===== config.mk =====
export PLATFORM = sky130hd
export DESIGN_NAME = cart_load_top
export DESIGN_NICKNAME = d
export VERILOG_FILES = /design/src/cart_pkg.sv /design/src/load_pkg.sv /design/src/rom_write_bridge.sv /design/src/cheat_code_loader.sv /design/src/cart_header_parser.sv /design/src/cart_load_top.sv
export VERILOG_INCLUDE_DIRS = /design/src
export SDC_FILE = /design/constraint.sdc
export NUM_CORES = 1
export LEC_CHECK = 0
export BUFFER_PORTS_ARGS = -buffer_cell sky130_fd_sc_hd__buf_2
export CORE_ASPECT_RATIO = 1.1
export CORE_MARGIN = 2
export CORE_UTILIZATION = 56
export DETAILED_ROUTE_END_ITERATION = 7
export GPL_TIMING_DRIVEN = 0
export MAX_ROUTING_LAYER = met4
export PLACE_DENSITY = 0.84
export SLEW_MARGIN = 20
export SYNTH_ARGS = -nofsm -noshare
export SYNTH_HDL_FRONTEND = slang
export SYNTH_SLANG_ARGS = --single-unit

===== constraint.sdc =====
create_clock -name clk_sys -period 4.45 [get_ports clk_sys]
set_input_delay 0.2225 -clock clk_sys [delete_from_list [all_inputs] [get_ports clk_sys]]
set_output_delay 0.2225 -clock clk_sys [all_outputs]
set_load 0.01 [all_outputs]

===== src/cart_macros.svh =====
`ifndef CART_MACROS_SVH
`define CART_MACROS_SVH

////////////////////
// load stream widths
////////////////////

// byte address of the loader stream
`define CART_ADDR_W 25
// one loader word
`define CART_DATA_W 16
// menu index width
`define CART_INDEX_W 8
// cheat code payload, clock bit not counted
`define CART_CODE_W 128

// loader index that carries cheat codes
`define CART_CODE_INDEX 8'hFF

////////////////////
// cartridge header offsets
////////////////////

// product id words, first and last
`define CART_HDR_ID_FIRST 'h182
`define CART_HDR_ID_LAST 'h18A
// id is complete once this word is written
`define CART_HDR_ID_CHECK 'h18C
// two region words, two letters each
`define CART_HDR_REGION_A 'h1F0
`define CART_HDR_REGION_B 'h1F2
// end of the header area
`define CART_HDR_END 'h200

// sensor delay when the cart has no gun entry
`define CART_GUN_DELAY_DEFAULT 8'd44

`endif


===== src/cart_pkg.sv =====
`default_nettype none

package cart_pkg;

	////////////////////
	// compatibility quirks
	////////////////////

	// bit positions in the quirk vector
	typedef enum int unsigned {
		QUIRK_SRAM   = 0,
		QUIRK_EEPROM = 1,
		QUIRK_FIFO   = 2,
		QUIRK_NORAM  = 3,
		QUIRK_PIER   = 4,
		QUIRK_SVP    = 5,
		QUIRK_FMBUSY = 6,
		QUIRK_SCHAN  = 7
	} quirk_e;

	localparam int QUIRK_N = 8;

	////////////////////
	// header content
	////////////////////

	// region letters with their own flag, ascii codes
	typedef enum logic [7:0] {
		REGION_J = 8'h4A,
		REGION_U = 8'h55
	} region_e;

	// 8 ascii characters, first character in the top byte
	typedef logic [63:0] cart_id_t;

	// lightgun entry of the lookup table
	typedef struct packed {
		logic       gun_type;
		logic [7:0] sensor_delay;
	} gun_cfg_t;

endpackage

`default_nettype wire


===== src/load_pkg.sv =====
`default_nettype none

package load_pkg;

	// where the current loader stream goes
	typedef enum logic [1:0] {
		LOAD_IDLE = 2'd0,
		LOAD_CART = 2'd1,
		LOAD_CODE = 2'd2
	} load_target_e;

	// byte offsets of the eight words of one cheat code
	// lo word first, values big endian inside the code
	typedef enum logic [3:0] {
		SLOT_FLAGS_LO = 4'd0,
		SLOT_FLAGS_HI = 4'd2,
		SLOT_ADDR_LO  = 4'd4,
		SLOT_ADDR_HI  = 4'd6,
		SLOT_CMP_LO   = 4'd8,
		SLOT_CMP_HI   = 4'd10,
		SLOT_REPL_LO  = 4'd12,
		SLOT_REPL_HI  = 4'd14
	} code_slot_e;

endpackage

`default_nettype wire


===== src/rom_write_bridge.sv =====
`default_nettype none

`include "cart_macros.svh"

module rom_write_bridge (
	input  wire                       clk_sys,
	input  wire                       arst_n,
	input  load_pkg::load_target_e    load_target,
	input  wire  [`CART_ADDR_W-1:0]   load_addr,
	input  wire  [`CART_DATA_W-1:0]   load_data,
	input  wire                       load_wr,
	input  wire                       ram_ack,
	output logic                      ram_req,
	output logic [`CART_ADDR_W-1:0]   ram_addr,
	output logic [`CART_DATA_W-1:0]   ram_data,
	output logic                      load_wait
);

	// only cart words go to rom memory
	logic cart_wr;
	// memory has answered the last toggle
	logic ack_match;

	assign cart_wr = load_wr && (load_target == load_pkg::LOAD_CART);
	assign ack_match = (ram_req == ram_ack);

	////////////////////
	// request toggle
	////////////////////

	// one flip per word, memory copies req into ack when done
	// wait goes up with the flip and drops the cycle after ack matches
	always_ff @(posedge clk_sys or negedge arst_n) begin
		if (!arst_n) begin
			ram_req <= 1'b0;
			load_wait <= 1'b0;
		end else if (cart_wr) begin
			ram_req <= ~ram_req;
			load_wait <= 1'b1;
		end else if (load_wait && ack_match) begin
			load_wait <= 1'b0;
		end
	end

	////////////////////
	// address and data
	////////////////////

	// held stable while the request is open
	always_ff @(posedge clk_sys) begin
		if (cart_wr) begin
			ram_addr <= load_addr;
			// loader word is little endian, rom memory wants it swapped
			ram_data <= {load_data[7:0], load_data[15:8]};
		end
	end

endmodule

`default_nettype wire


===== src/cheat_code_loader.sv =====
`default_nettype none

`include "cart_macros.svh"

module cheat_code_loader (
	input  wire                       clk_sys,
	input  wire                       arst_n,
	input  load_pkg::load_target_e    load_target,
	input  wire  [`CART_ADDR_W-1:0]   load_addr,
	input  wire  [`CART_DATA_W-1:0]   load_data,
	input  wire                       load_wr,
	output logic [`CART_CODE_W-1:0]   cheat_code,
	output logic                      cheat_strobe,
	output logic                      cheat_reset
);

	// write aimed at the cheat download
	logic code_wr;
	// word position inside one code
	load_pkg::code_slot_e slot;

	assign code_wr = load_wr && (load_target == load_pkg::LOAD_CODE);
	assign slot = load_pkg::code_slot_e'(load_addr[3:0]);

	////////////////////
	// code word assembly
	////////////////////

	// flags [127:96], address [95:64], compare [63:32], replace [31:0]
	// odd offsets hit no slot and are dropped
	always_ff @(posedge clk_sys) begin
		if (code_wr) begin
			case (slot)
				load_pkg::SLOT_FLAGS_LO: cheat_code[111:96] <= load_data;
				load_pkg::SLOT_FLAGS_HI: cheat_code[127:112] <= load_data;
				load_pkg::SLOT_ADDR_LO:  cheat_code[79:64] <= load_data;
				load_pkg::SLOT_ADDR_HI:  cheat_code[95:80] <= load_data;
				load_pkg::SLOT_CMP_LO:   cheat_code[47:32] <= load_data;
				load_pkg::SLOT_CMP_HI:   cheat_code[63:48] <= load_data;
				load_pkg::SLOT_REPL_LO:  cheat_code[15:0] <= load_data;
				load_pkg::SLOT_REPL_HI:  cheat_code[31:16] <= load_data;
				default: ;
			endcase
		end
	end

	////////////////////
	// strobes
	////////////////////

	// replace high is the last word, the code is whole one cycle later
	// offset 0 of the whole download clears the code list
	always_ff @(posedge clk_sys or negedge arst_n) begin
		if (!arst_n) begin
			cheat_strobe <= 1'b0;
			cheat_reset <= 1'b0;
		end else begin
			cheat_strobe <= code_wr && (slot == load_pkg::SLOT_REPL_HI);
			cheat_reset <= code_wr && (load_addr == '0);
		end
	end

endmodule

`default_nettype wire


===== src/cart_header_parser.sv =====
`default_nettype none

`include "cart_macros.svh"

module cart_header_parser (
	input  wire                            clk_sys,
	input  wire                            arst_n,
	input  load_pkg::load_target_e         load_target,
	input  wire  [`CART_ADDR_W-1:0]        load_addr,
	input  wire  [`CART_DATA_W-1:0]        load_data,
	input  wire                            load_wr,
	output logic                           region_j,
	output logic                           region_u,
	output logic                           region_e,
	output logic                           hdr_ready,
	output logic [cart_pkg::QUIRK_N-1:0]   quirks,
	output logic                           gun_type,
	output logic [7:0]                     gun_sensor_delay
);

	typedef enum logic {
		ST_IDLE,
		ST_LOAD
	} state_e;

	state_e state;
	logic is_cart;
	logic cart_wr;
	// edges of a cart download
	logic dl_start;
	logic dl_end;
	cart_pkg::cart_id_t cart_id;

	// one header byte, bits are {j, u, e}
	function automatic logic [2:0] region_hit(input logic [7:0] c);
		if (c == cart_pkg::REGION_J)
			return 3'b100;
		else if (c == cart_pkg::REGION_U)
			return 3'b010;
		else if (c >= "0" && c <= "Z")
			return 3'b001;
		else
			return 3'b000;
	endfunction

	// short list, one or two ids per quirk
	function automatic logic [cart_pkg::QUIRK_N-1:0] quirk_lookup(input cart_pkg::cart_id_t id);
		logic [cart_pkg::QUIRK_N-1:0] q;
		q = '0;
		case (id)
			"T-081276", "T-81406 ": q[cart_pkg::QUIRK_SRAM] = 1'b1;
			"MK-1215 ", "G-4060  ": q[cart_pkg::QUIRK_EEPROM] = 1'b1;
			"T-113016": q[cart_pkg::QUIRK_NORAM] = 1'b1;
			"T-89016 ": q[cart_pkg::QUIRK_FIFO] = 1'b1;
			"T-574023", "T-574013": q[cart_pkg::QUIRK_PIER] = 1'b1;
			"MK-1229 ", "G-7001  ": q[cart_pkg::QUIRK_SVP] = 1'b1;
			"T-35036 ", "T-25073 ": q[cart_pkg::QUIRK_FMBUSY] = 1'b1;
			"T-68???-": q[cart_pkg::QUIRK_SCHAN] = 1'b1;
			default: ;
		endcase
		return q;
	endfunction

	// gun type and sensor delay for the lightgun titles
	function automatic cart_pkg::gun_cfg_t gun_lookup(input cart_pkg::cart_id_t id);
		case (id)
			"MK-1533 ": return '{gun_type: 1'b0, sensor_delay: 8'd100};
			"T-95096-": return '{gun_type: 1'b1, sensor_delay: 8'd52};
			"T-95136-": return '{gun_type: 1'b1, sensor_delay: 8'd30};
			"MK-1658 ": return '{gun_type: 1'b0, sensor_delay: 8'd120};
			"T-081156": return '{gun_type: 1'b0, sensor_delay: 8'd126};
			default: return '{gun_type: 1'b0, sensor_delay: `CART_GUN_DELAY_DEFAULT};
		endcase
	endfunction

	assign is_cart = (load_target == load_pkg::LOAD_CART);
	assign cart_wr = load_wr && is_cart;
	assign dl_start = (state == ST_IDLE) && is_cart;
	assign dl_end = (state == ST_LOAD) && !is_cart;

	////////////////////
	// product id capture
	////////////////////

	// id starts at the odd byte of the first word
	// even byte of each word sits in the low half
	always_ff @(posedge clk_sys) begin
		if (cart_wr) begin
			case (load_addr)
				`CART_HDR_ID_FIRST:       cart_id[63:56] <= load_data[15:8];
				`CART_HDR_ID_FIRST + 'h2: cart_id[55:40] <= {load_data[7:0], load_data[15:8]};
				`CART_HDR_ID_FIRST + 'h4: cart_id[39:24] <= {load_data[7:0], load_data[15:8]};
				`CART_HDR_ID_FIRST + 'h6: cart_id[23:8] <= {load_data[7:0], load_data[15:8]};
				`CART_HDR_ID_LAST:        cart_id[7:0] <= load_data[7:0];
				default: ;
			endcase
		end
	end

	////////////////////
	// flags and lookups
	////////////////////

	always_ff @(posedge clk_sys or negedge arst_n) begin
		if (!arst_n) begin
			state <= ST_IDLE;
			{region_j, region_u, region_e} <= 3'b000;
			hdr_ready <= 1'b0;
			quirks <= '0;
			gun_type <= 1'b0;
			gun_sensor_delay <= `CART_GUN_DELAY_DEFAULT;
		end else begin
			state <= is_cart ? ST_LOAD : ST_IDLE;
			// fresh cart, forget the old header
			if (dl_start) begin
				{region_j, region_u, region_e} <= 3'b000;
				quirks <= '0;
			end
			if (dl_end)
				hdr_ready <= 1'b0;
			if (cart_wr) begin
				// both letters of a region word count
				if (load_addr == `CART_HDR_REGION_A || load_addr == `CART_HDR_REGION_B)
					{region_j, region_u, region_e} <= {region_j, region_u, region_e}
						| region_hit(load_data[7:0]) | region_hit(load_data[15:8]);
				if (load_addr == `CART_HDR_ID_CHECK) begin
					quirks <= quirk_lookup(cart_id);
					{gun_type, gun_sensor_delay} <= gun_lookup(cart_id);
				end
				if (load_addr == `CART_HDR_END)
					hdr_ready <= 1'b1;
			end
		end
	end

endmodule

`default_nettype wire


===== src/cart_load_top.sv =====
`default_nettype none

`include "cart_macros.svh"

module cart_load_top (
	input  wire                            clk_sys,
	input  wire                            arst_n,
	input  wire                            load_active,
	input  wire  [`CART_INDEX_W-1:0]       load_index,
	input  wire  [`CART_ADDR_W-1:0]        load_addr,
	input  wire  [`CART_DATA_W-1:0]        load_data,
	input  wire                            load_wr,
	input  wire                            ram_ack,
	output logic                           ram_req,
	output logic [`CART_ADDR_W-1:0]        ram_addr,
	output logic [`CART_DATA_W-1:0]        ram_data,
	output logic                           load_wait,
	output logic [`CART_CODE_W-1:0]        cheat_code,
	output logic                           cheat_strobe,
	output logic                           cheat_reset,
	output logic                           region_j,
	output logic                           region_u,
	output logic                           region_e,
	output logic                           hdr_ready,
	output logic [cart_pkg::QUIRK_N-1:0]   quirks,
	output logic                           gun_type,
	output logic [7:0]                     gun_sensor_delay
);

	load_pkg::load_target_e load_target;

	// all ones index is the cheat download, anything else is a cartridge
	always_comb begin
		if (load_active && load_index == `CART_CODE_INDEX)
			load_target = load_pkg::LOAD_CODE;
		else if (load_active)
			load_target = load_pkg::LOAD_CART;
		else
			load_target = load_pkg::LOAD_IDLE;
	end

	////////////////////
	// units
	////////////////////

	rom_write_bridge u_bridge (
		.clk_sys     (clk_sys),
		.arst_n      (arst_n),
		.load_target (load_target),
		.load_addr   (load_addr),
		.load_data   (load_data),
		.load_wr     (load_wr),
		.ram_ack     (ram_ack),
		.ram_req     (ram_req),
		.ram_addr    (ram_addr),
		.ram_data    (ram_data),
		.load_wait   (load_wait)
	);

	cheat_code_loader u_cheat (
		.clk_sys      (clk_sys),
		.arst_n       (arst_n),
		.load_target  (load_target),
		.load_addr    (load_addr),
		.load_data    (load_data),
		.load_wr      (load_wr),
		.cheat_code   (cheat_code),
		.cheat_strobe (cheat_strobe),
		.cheat_reset  (cheat_reset)
	);

	// header parser sees every cart word, same as the bridge
	cart_header_parser u_header (
		.clk_sys          (clk_sys),
		.arst_n           (arst_n),
		.load_target      (load_target),
		.load_addr        (load_addr),
		.load_data        (load_data),
		.load_wr          (load_wr),
		.region_j         (region_j),
		.region_u         (region_u),
		.region_e         (region_e),
		.hdr_ready        (hdr_ready),
		.quirks           (quirks),
		.gun_type         (gun_type),
		.gun_sensor_delay (gun_sensor_delay)
	);

endmodule

`default_nettype wire


==> impl_metrics.json, run 1 <==
{
  "yosysUniqueCellTypes": 54,
  "crit_type": "primary input to flip-flop",
  "clockBufferDepth": 3,
  "final.min_clock_period_ps": 2750,
  "route.detailed.drc": 0,
  "root_buffer": "clkbuf_16",
  "wl_mm": 26.9,
  "avgSynthCellArea_sq_um": 17.2,
  "hold_viol": 0,
  "vdd_drop_max_mv": 0.529,
  "placedCellCount": 1005,
  "status": "finished, final reports clean",
  "core_sq_um": 16300,
  "cts_setup_buffers": 0,
  "grt_overflow": 0,
  "dpl-instance-area_sq_um": 11000,
  "grt_start_max_net_pins": 42,
  "fin_cells": 1073,
  "finalSetupViolations": 0,
  "die_w_um": 127,
  "min_period_over_period_pct": 61.7,
  "ys_top_cells_by_area": "edfxtp_1 75%, dfrtp_1 5.6%, nor4_1 1.8%, nand3_1 1.5%, nor3_1 1.4%",
  "hpwl_mm": 16.6,
  "cts_sinks": 257,
  "die_y_um": 139,
  "synth_edf_count": 233,
  "pin_count": 248,
  "endpoint_kind": "flip-flop",
  "hold_depth": 3,
  "h-tree-depth": 1,
  "syn_inst": 540,
  "postSynth.asyncResetShare_pct": 9.34,
  "wl_per_cell_um": 25.1,
  "grt_pass1_vias": 6631,
  "power.leakage_nw": 4.42,
  "grt_pass1_wl_mm": 39.4,
  "yosysWarnings": 0,
  "nets": 907,
  "rsz0062_at_grt": "no",
  "cts.clk_slew.worst_paths_ps": 60,
  "grt.total_usage_pct": 30.7,
  "reg2regPathDepth": 5,
  "setup_tns_ps": 0,
  "tightest_slew_ps": 1030,
  "syn_to_final_growth_pct": 28.6,
  "critPathLaunchType": "primary input",
  "clock.fmax_mhz": 364,
  "drv_slew": 0,
  "rows": 49,
  "power_density_nw_per_um2": 407,
  "max-slew-margin-rel_pct": 31.0,
  "vias": 6554,
  "die_area_sq_um": 17700,
  "dr.pass1.iters": 8,
  "critical_path_required_ps": 4640,
  "skew_ps": 22.0,
  "stdcell_area_sq_um": 12000,
  "cts_buffers": 24,
  "hold_path_class": "primary input to flip-flop",
  "ys_ff_latch": 257,
  "synth_area_sq_um": 9310,
  "tritoncts": "done",
  "drv_cap": 0,
  "postRouteAntennaNets": 0,
  "synthDominantCellAreaShare_pct": 75.1,
  "critPathMaxFanout": 7,
  "place_congestion": 0.904,
  "initial_core_util_pct": 57.1,
  "synth_area_leader_cell": "edfxtp_1",
  "arrival_ps": 2940,
  "clock_latency_ps": 520,
  "drtIter0Drc": 708,
  "viasPerCell": 6.11,
  "synthFlopType": "edfxtp_1",
  "yosysSeqAreaShare_pct": 81.6,
  "drive_gt1_share_pct": 36.3,
  "antenna_found_initial": 2,
  "io_buffers": 245
}
-- per-stage QoR --
step                power (W)  utilization, %  worst slack (ps)  hold WS, ps
floorplan             0.00279               -              1500        -73.1
finish                0.00487            73.4              1700         25.3
CTS                   0.00487            73.4              1700        0.210
detailed placement    0.00291            67.2              1800          232
global placement      0.00290            66.2               572          213
global route          0.00499            73.4              1520         49.0
-- path summary, 6_finish.rpt --
kind	start	to	slack [ps]
min in group asynchronous	arst_n	u_cheat.cheat_strobe	240
hold / removal	load_active	u_header.state	30
setup / recovery	load_addr[15]	u_header.cart_id[9]	1700
hold reg to reg	u_header.gun_sensor_delay[3]	u_header.gun_sensor_delay[3]	490
max in group asynchronous	arst_n	u_header.gun_sensor_delay[5]	3820
setup reg to reg	u_header.cart_id[46]	u_header.gun_sensor_delay[5]	2030
-- power by group --
group / internal, W / switching [W] / leakage [nW]
Clock: 0.00114 / 0.000849 / 0.364
Combinational: 0.0000707 / 0.000132 / 1.63
Sequential: 0.00267 / 0.0000140 / 2.43
Total: 0.00388 / 0.000994 / 4.42
-- layer usage --
layer / global-route usage (%) / part of all wire [%] / up-vias
met2: 50.9 / 50 / 514
met1: 36.1 / 35 / 3170
met5: - / 0 / -
met3: 9.00 / 11 / 83
li1: - / - / 2787
met4: 10.9 / 3.7 / 0
-- Yosys cell counts, types with 6 or more instances --
master / count
edfxtp_1: 233
nand2_1: 29
nand3_1: 28
nor4_1: 27
nor3_1: 26
nor2_1: 22
dfrtp_1: 21
nand4_1: 18
nor3b_1: 10
nand2b_1: 9
nor2b_1: 8
clkbuf_1: 7
inv_1: 7
nand4b_1: 7
and3_1: 6
o21ai_1: 6
-- state kept, by name, indices dropped and copies added, names as in the netlist --
name	cells
u_header.gun_type	1
u_header.region_u	1
u_header.hdr_ready	1
u_bridge.ram_req	1
u_cheat.cheat_reset	1
u_header.quirks	8
u_header.region_j	1
u_bridge.ram_addr	25
u_header.gun_sensor_delay	6
u_cheat.cheat_code	128
u_bridge.load_wait	1
u_header.region_e	1
u_header.state	1
u_bridge.ram_data	16
u_cheat.cheat_strobe	1
u_header.cart_id	64
-- placed cells by master (no fill, tap or decap), types with 21 or more instances in the layout --
master         count
buf_2            252
edfxtp_1         233
nand2_1           29
nand3_1           28
dlygate4sd3_1     26
clkbuf_16         25
nor4_1            22
nor3_1            21
nor2_1            21
dfrtp_1           21
-- repair_timing --
item                                   CTS  global route
gates resized for setup                  0             0
hold buffers                            26             0
endpoints found under the hold margin   47             0
-- cell families after synthesis --
logic type             synth area share (%)
flip-flops                             81.6
AO/OA/AOI/OAI                          2.78
other                                0.0403
buffers and inverters                 0.846
AND/OR/NAND/NOR                        14.3
multiplexers                          0.121
XOR/XNOR                              0.282
-- final cells by class --
class	instances	area, sq um
Sequential cell	257	7600
Fill cell	928	4330
Multi-Input combinational cell	267	1700
Timing Repair Buffer	286	1590
Clock buffer	28	637
Tap cell	204	255
Clock inverter	12	115
Buffer	10	52.6
Inverter	7	26.3
Antenna cell	2	5.00
-- critical path: stages --
cell and delay [ps]:
dlygate4sd3_1 540, buf_2 130, nor4_1 330, and4_1 330, nand3_1 280, nor4_2 560
buf_2 310, buf_2 230
Power figures use the tool's default switching activity.
==> run 2, diff against run 1 <==
--- a/config.mk
+++ b/config.mk
@@ -9,11 +9,11 @@
 export BUFFER_PORTS_ARGS = -buffer_cell sky130_fd_sc_hd__buf_2
 export CORE_ASPECT_RATIO = 1.1
 export CORE_MARGIN = 2
-export CORE_UTILIZATION = 56
+export CORE_UTILIZATION = 52
 export DETAILED_ROUTE_END_ITERATION = 7
 export GPL_TIMING_DRIVEN = 0
 export MAX_ROUTING_LAYER = met4
-export PLACE_DENSITY = 0.84
+export PLACE_DENSITY = 0.79
 export SLEW_MARGIN = 20
 export SYNTH_ARGS = -nofsm -noshare
 export SYNTH_HDL_FRONTEND = slang
==> constraint.sdc (replaced) <==
create_clock -name clk_sys -period 2.8 [get_ports clk_sys]
set_input_delay 0.14 -clock clk_sys [delete_from_list [all_inputs] [get_ports clk_sys]]
set_output_delay 0.14 -clock clk_sys [all_outputs]
set_load 0.01 [all_outputs]
==> impl_metrics.json, run 2 (synthesized netlist as in run 1, its figures left out) <==
{
  "stdcell_area_sq_um": 12100,
  "vdd_drop_max_mv": 0.640,
  "drv_slew": 0,
  "whs_ps": 40.2,
  "hold_viol": 0,
  "drive_gt1_share_pct": 36.3,
  "p_int_w": 0.00618,
  "placedCellCount": 1039,
  "setup_tns_ps": 0,
  "core_sq_um": 17600,
  "finalSetupViolations": 0,
  "largest_register": "u_cheat.cheat_code",
  "totalPowerFinal_w": 0.00776,
  "dpl-instance-area_sq_um": 11000,
  "clockBufferDepth": 3,
  "grt.total_usage_pct": 26.1,
  "wl_mm": 24.6,
  "hold_path_class": "primary input to flip-flop",
  "vias": 6217,
  "route.detailed.drc": 0,
  "crit_path_cell_trace": "dlygate4sd3_1 -> buf_2 -> clkbuf_1 -> nand2b_1 -> nor3_2 -> buf_4",
  "nets": 913,
  "rsz0062_at_grt": "no",
  "dr.pass1.iters": 5,
  "hpwl_mm": 16.4,
  "status": "finished, final reports clean",
  "clock_latency_ps": 530,
  "cts_sinks": 257,
  "drtIter0Drc": 499,
  "h-tree-depth": 1,
  "fin_cells": 1115,
  "tightest_slew_ps": 889,
  "critical_path_required_ps": 3010,
  "max-slew-margin-rel_pct": 40.7,
  "largest_register_ffs": 128,
  "critPathMaxFanout": 10,
  "final.min_clock_period_ps": 2620,
  "final_common_cell": "buf_2",
  "postRouteAntennaNets": 0,
  "drv_cap": 0,
  "grt_overflow": 0,
  "root_buffer": "clkbuf_16",
  "switchingPower_w": 0.00158,
  "top_regs": "u_cheat.cheat_code (128), u_header.cart_id (64), u_bridge.ram_addr (25)",
  "place_congestion": 0.957,
  "clock.fmax_mhz": 382,
  "die_y_um": 144,
  "grt_pass1_wl_mm": 36.0,
  "cts.clk_slew.worst_paths_ps": 60,
  "io_buffers": 245,
  "initial_core_util_pct": 52.9,
  "syn_to_final_growth_pct": 30.0,
  "seqPwrFrac_pct": 55.0,
  "comb_power_share_pct": 4.2,
  "viasPerCell": 5.58,
  "die_area_sq_um": 19000,
  "power.leakage_nw": 4.46,
  "grt_pass1_vias": 6290,
  "crit_slowest_cell": "nor3_2",
  "p_sw_share_pct": 20.3,
  "crit_type": "primary input to flip-flop",
  "antenna_cells": 0,
  "endpoint_kind": "flip-flop",
  "pin_count": 248,
  "tritoncts": "done",
  "arrival_ps": 2830,
  "antenna_found_initial": 0,
  "clkPwrFrac_pct": 40.8,
  "die_w_um": 132,
  "rrSetupSlack_ps": 470,
  "power_density_nw_per_um2": 641,
  "cpPeakStageDelay_ps": 730,
  "min_period_over_period_pct": 93.5,
  "cts_buffers": 25,
  "critPathLaunchType": "primary input",
  "rows": 51,
  "skew_ps": 27.9,
  "wl_per_cell_um": 22.1,
  "final_cell_mix": "251 x buf_2, 233 x edfxtp_1, 31 x dlygate4sd3_1",
  "grt_start_max_net_pins": 42
}
## run 2: cell count changes in the layout (fill, tap and decap cells not counted), moves of 2 or more
cell and change:
clkinv_1 +3, clkinv_2 +2, nor4_2 -2, nor4_4 +2, diode_2 -2, dlygate4sd3_1 +5
## run 2: path summary, 6_finish.rpt
path | startpoint | end | cells after the start
worst max-delay path | load_addr[1] | u_cheat.cheat_code[18] | 6
worst min-delay path | load_index[0] | u_header.state | 4
worst min register to register | u_header.gun_sensor_delay[3] | u_header.gun_sensor_delay[3] | 2
max in group asynchronous | arst_n | u_header.quirks[1] | 2
min in group asynchronous | arst_n | u_header.quirks[7] | 2
worst max register to register | u_header.cart_id[33] | u_header.gun_sensor_delay[4] | 5
## run 2: final cells by class
class	instances	area, sq um
plain buffers	10	52.6
clock buffers	28	637
clock inverters	17	134
fillers	1189	5500
inverters	7	26.3
multi-input cells	267	1720
flip-flops and latches	257	7600
well taps	238	298
repair buffers	291	1640
## run 2: critical path, delay by kind of cell
kind	cells	cell delay, ps
buffers and inverters	4	1600
AND/OR/NAND/NOR	2	1080
## run 2: through the flow
stage	util (%)	worst slack (ps)
3_5_place_dp	62.5	192
2_1_floorplan	-	-66.3
5_1_grt	68.8	62.4
4_1_cts	68.6	182
3_3_place_gp	61.6	-1090
6_report	68.8	182
## run 2: repair_timing
item / CTS / global route
hold buffers: 31 / 0
resized for setup: 0 / 2
setup endpoints to repair: 0 / 6
endpoints found under the hold margin: 52 / 0
setup buffers: 0 / 0
## run 2: power by group through the flow
stage / registers (W) / clock network (W) / logic (W)
2_1_floorplan: 0.00437 / 0 / 0.0000571
3_3_place_gp: 0.00434 / 0 / 0.000271
3_5_place_dp: 0.00434 / 0 / 0.000279
4_1_cts: 0.00426 / 0.00320 / 0.000320
5_1_grt: 0.00427 / 0.00335 / 0.000348
6_report: 0.00426 / 0.00317 / 0.000327
## run 2: layer usage
| layer | GRT usage (%) | up-vias | wire length [um] |
|---|---|---|---|
| met5 | - | - | 0 |
| met3 | 6.06 | 41 | 2030 |
| met2 | 43.7 | 316 | 12400 |
| met1 | 32.4 | 3050 | 9690 |
| met4 | 7.49 | 0 | 544 |
| li1 | - | 2810 | - |
==> run 3, diff against run 2 <==
--- a/config.mk
+++ b/config.mk
@@ -13,7 +13,7 @@
 export DETAILED_ROUTE_END_ITERATION = 7
 export GPL_TIMING_DRIVEN = 0
 export MAX_ROUTING_LAYER = met4
-export PLACE_DENSITY = 0.79
+export PLACE_DENSITY = 0.86
 export SLEW_MARGIN = 20
 export SYNTH_ARGS = -nofsm -noshare
 export SYNTH_HDL_FRONTEND = slang
==> impl_metrics.json, run 3 (synthesized netlist as in run 1, its figures left out) <==
{
  "status": "finished, final reports clean",
  "switchingPower_w": 0.00161,
  "grt.total_usage_pct": 26.4,
  "clkPwrFrac_pct": 41.1,
  "die_y_um": 144,
  "vias": 6306,
  "syn_to_final_growth_pct": 30.0,
  "clock.fmax_mhz": 372,
  "tightest_slew_ps": 1070,
  "pin_count": 248,
  "comb_power_share_pct": 4.2,
  "tritoncts": "done",
  "p_sw_share_pct": 20.6,
  "regArea_sq_um": 7600,
  "antenna_cells": 0,
  "grt_overflow": 0,
  "reg2reg_to": "u_header.gun_sensor_delay[4]",
  "stdcell_area_sq_um": 12100,
  "rsz0062_at_grt": "yes",
  "postRouteAntennaNets": 0,
  "critical_path_required_ps": 3050,
  "r2r_start": "u_header.cart_id[33]",
  "drv_cap": 0,
  "crit_slowest_cell": "nor4_2",
  "io_buffers": 245,
  "viasPerCell": 5.65,
  "crit_top_cell": "buf_4",
  "cp_num_buf_inv": 4,
  "min_period_over_period_pct": 96.0,
  "min_to": "u_header.state",
  "crit_type": "primary input to flip-flop",
  "cpPeakStageDelay_ps": 670,
  "grt_pass1_wl_mm": 36.5,
  "power.leakage_nw": 4.47,
  "wl_mm": 24.6,
  "reg2regPathDepth": 5,
  "cts.clk_slew.worst_paths_ps": 60,
  "final.min_clock_period_ps": 2690,
  "crit_path_cell_trace": "dlygate4sd3_1 -> buf_2 -> nor4_1 -> and4_1 -> nand3_1 -> nor4_2 -> buf_4 -> buf_4",
  "endpoint_kind": "flip-flop",
  "dpl-instance-area_sq_um": 11000,
  "vdd_drop_max_mv": 0.617,
  "hold_path_class": "primary input to flip-flop",
  "largest_register_ffs": 128,
  "rrSetupSlack_ps": 510,
  "nets": 915,
  "finalSetupViolations": 0,
  "critPathMaxFanout": 7,
  "largest_register": "u_cheat.cheat_code",
  "critical-path-top-delay-family": "simple AND/OR/NAND/NOR gates",
  "fillers": 1158,
  "core_sq_um": 17600,
  "place_congestion": 0.970,
  "die_area_sq_um": 19000,
  "arrival_ps": 2940,
  "final_common_cell": "buf_2",
  "p_int_w": 0.00618,
  "antenna_found_initial": 0,
  "h-tree-depth": 1,
  "drv_slew": 0,
  "rows": 51,
  "grt_start_max_net_pins": 42,
  "drive_gt1_share_pct": 36.5,
  "cts_sinks": 257,
  "route.detailed.drc": 0,
  "totalPowerFinal_w": 0.00779,
  "grt_pass1_vias": 6399,
  "cts_setup_buffers": 0,
  "hpwl_mm": 16.1,
  "seqPwrFrac_pct": 54.7,
  "final_cell_mix": "251 x buf_2, 233 x edfxtp_1, 31 x dlygate4sd3_1",
  "clockBufferDepth": 3,
  "multi_input_area_sq_um": 1700,
  "cts_buffers": 25,
  "wl_per_cell_um": 22.0,
  "root_buffer": "clkbuf_16",
  "hold_start": "load_index[0]",
  "hold_viol": 0,
  "drtIter0Drc": 479,
  "clock_latency_ps": 530,
  "initial_core_util_pct": 52.9,
  "top_regs": "u_cheat.cheat_code (128), u_header.cart_id (64), u_bridge.ram_addr (25)",
  "die_w_um": 132,
  "cts_resized": 0,
  "hold_depth": 4,
  "power_density_nw_per_um2": 643,
  "crit_start": "load_addr[14]",
  "skew_ps": 18.5,
  "critPathLaunchType": "primary input",
  "max-slew-margin-rel_pct": 28.4,
  "dr.pass1.iters": 5
}
==> run 3: final cells by class <==
type                       count  area share (%)
sequential                   257            62.8
multi-input combinational    267            14.0
timing repair buffer         293            13.7
clock buffer                  34            5.69
tap                          238            2.46
clock inverter                11           0.754
buffer                        10           0.434
inverter                       7           0.217
==> run 3: tightest hold or removal path: stages <==
cell and delay, ps:
buf_2 100, nand4_1 100, o21ai_1 100, inv_1 80
==> run 3: how the worst max path moves through the flow <==
| stage | to | slack (ps) | cells after the start |
|---|---|---|---|
| after floorplan | u_header.cart_id[10] | -70 | 4 |
| after global placement | u_header.cart_id[8] | -1010 | 5 |
| after detailed placement | u_header.cart_id[51] | 240 | 7 |
| after CTS | u_header.cart_id[53] | 180 | 8 |
| after global routing | u_header.cart_id[53] | -5 | 8 |
| final | u_header.cart_id[50] | 110 | 8 |
==> run 3: timing repair <==
item	in CTS	in global routing
setup endpoints to repair	0	6
hold endpoints to repair	54	0
hold buffers	31	0
==> run 3: metrics by stage <==
stage	worst slack, ps	instances	hold slack [ps]	util (%)	setup TNS (ps)
6_report	113	1117	21.9	68.8	0
5_1_grt	-4.99	1117	18.9	68.8	-26.6
4_1_cts	178	1117	10.5	68.8	0
3_5_place_dp	236	1041	170	62.6	0
3_3_place_gp	-1010	1024	165	61.6	-103270
2_1_floorplan	-66.3	541	-156	-	-2120
==> run 3: layer usage <==
layer	GRT usage, %	vias up	share of wire, %
met1	32.1	3068	39
met4	9.78	0	2.9
met3	5.47	58	8.3
met5	-	-	0
met2	44.3	363	50
li1	-	2817	-
==> run 3: power groups by stage <==
stage | clock, W | sequential, W | combinational, W
after floorplan | 0 | 0.00437 | 0.0000571
after global placement | 0 | 0.00434 | 0.000269
after detailed placement | 0 | 0.00434 | 0.000280
after CTS | 0.00324 | 0.00426 | 0.000320
after global routing | 0.00340 | 0.00427 | 0.000349
final | 0.00320 | 0.00426 | 0.000326
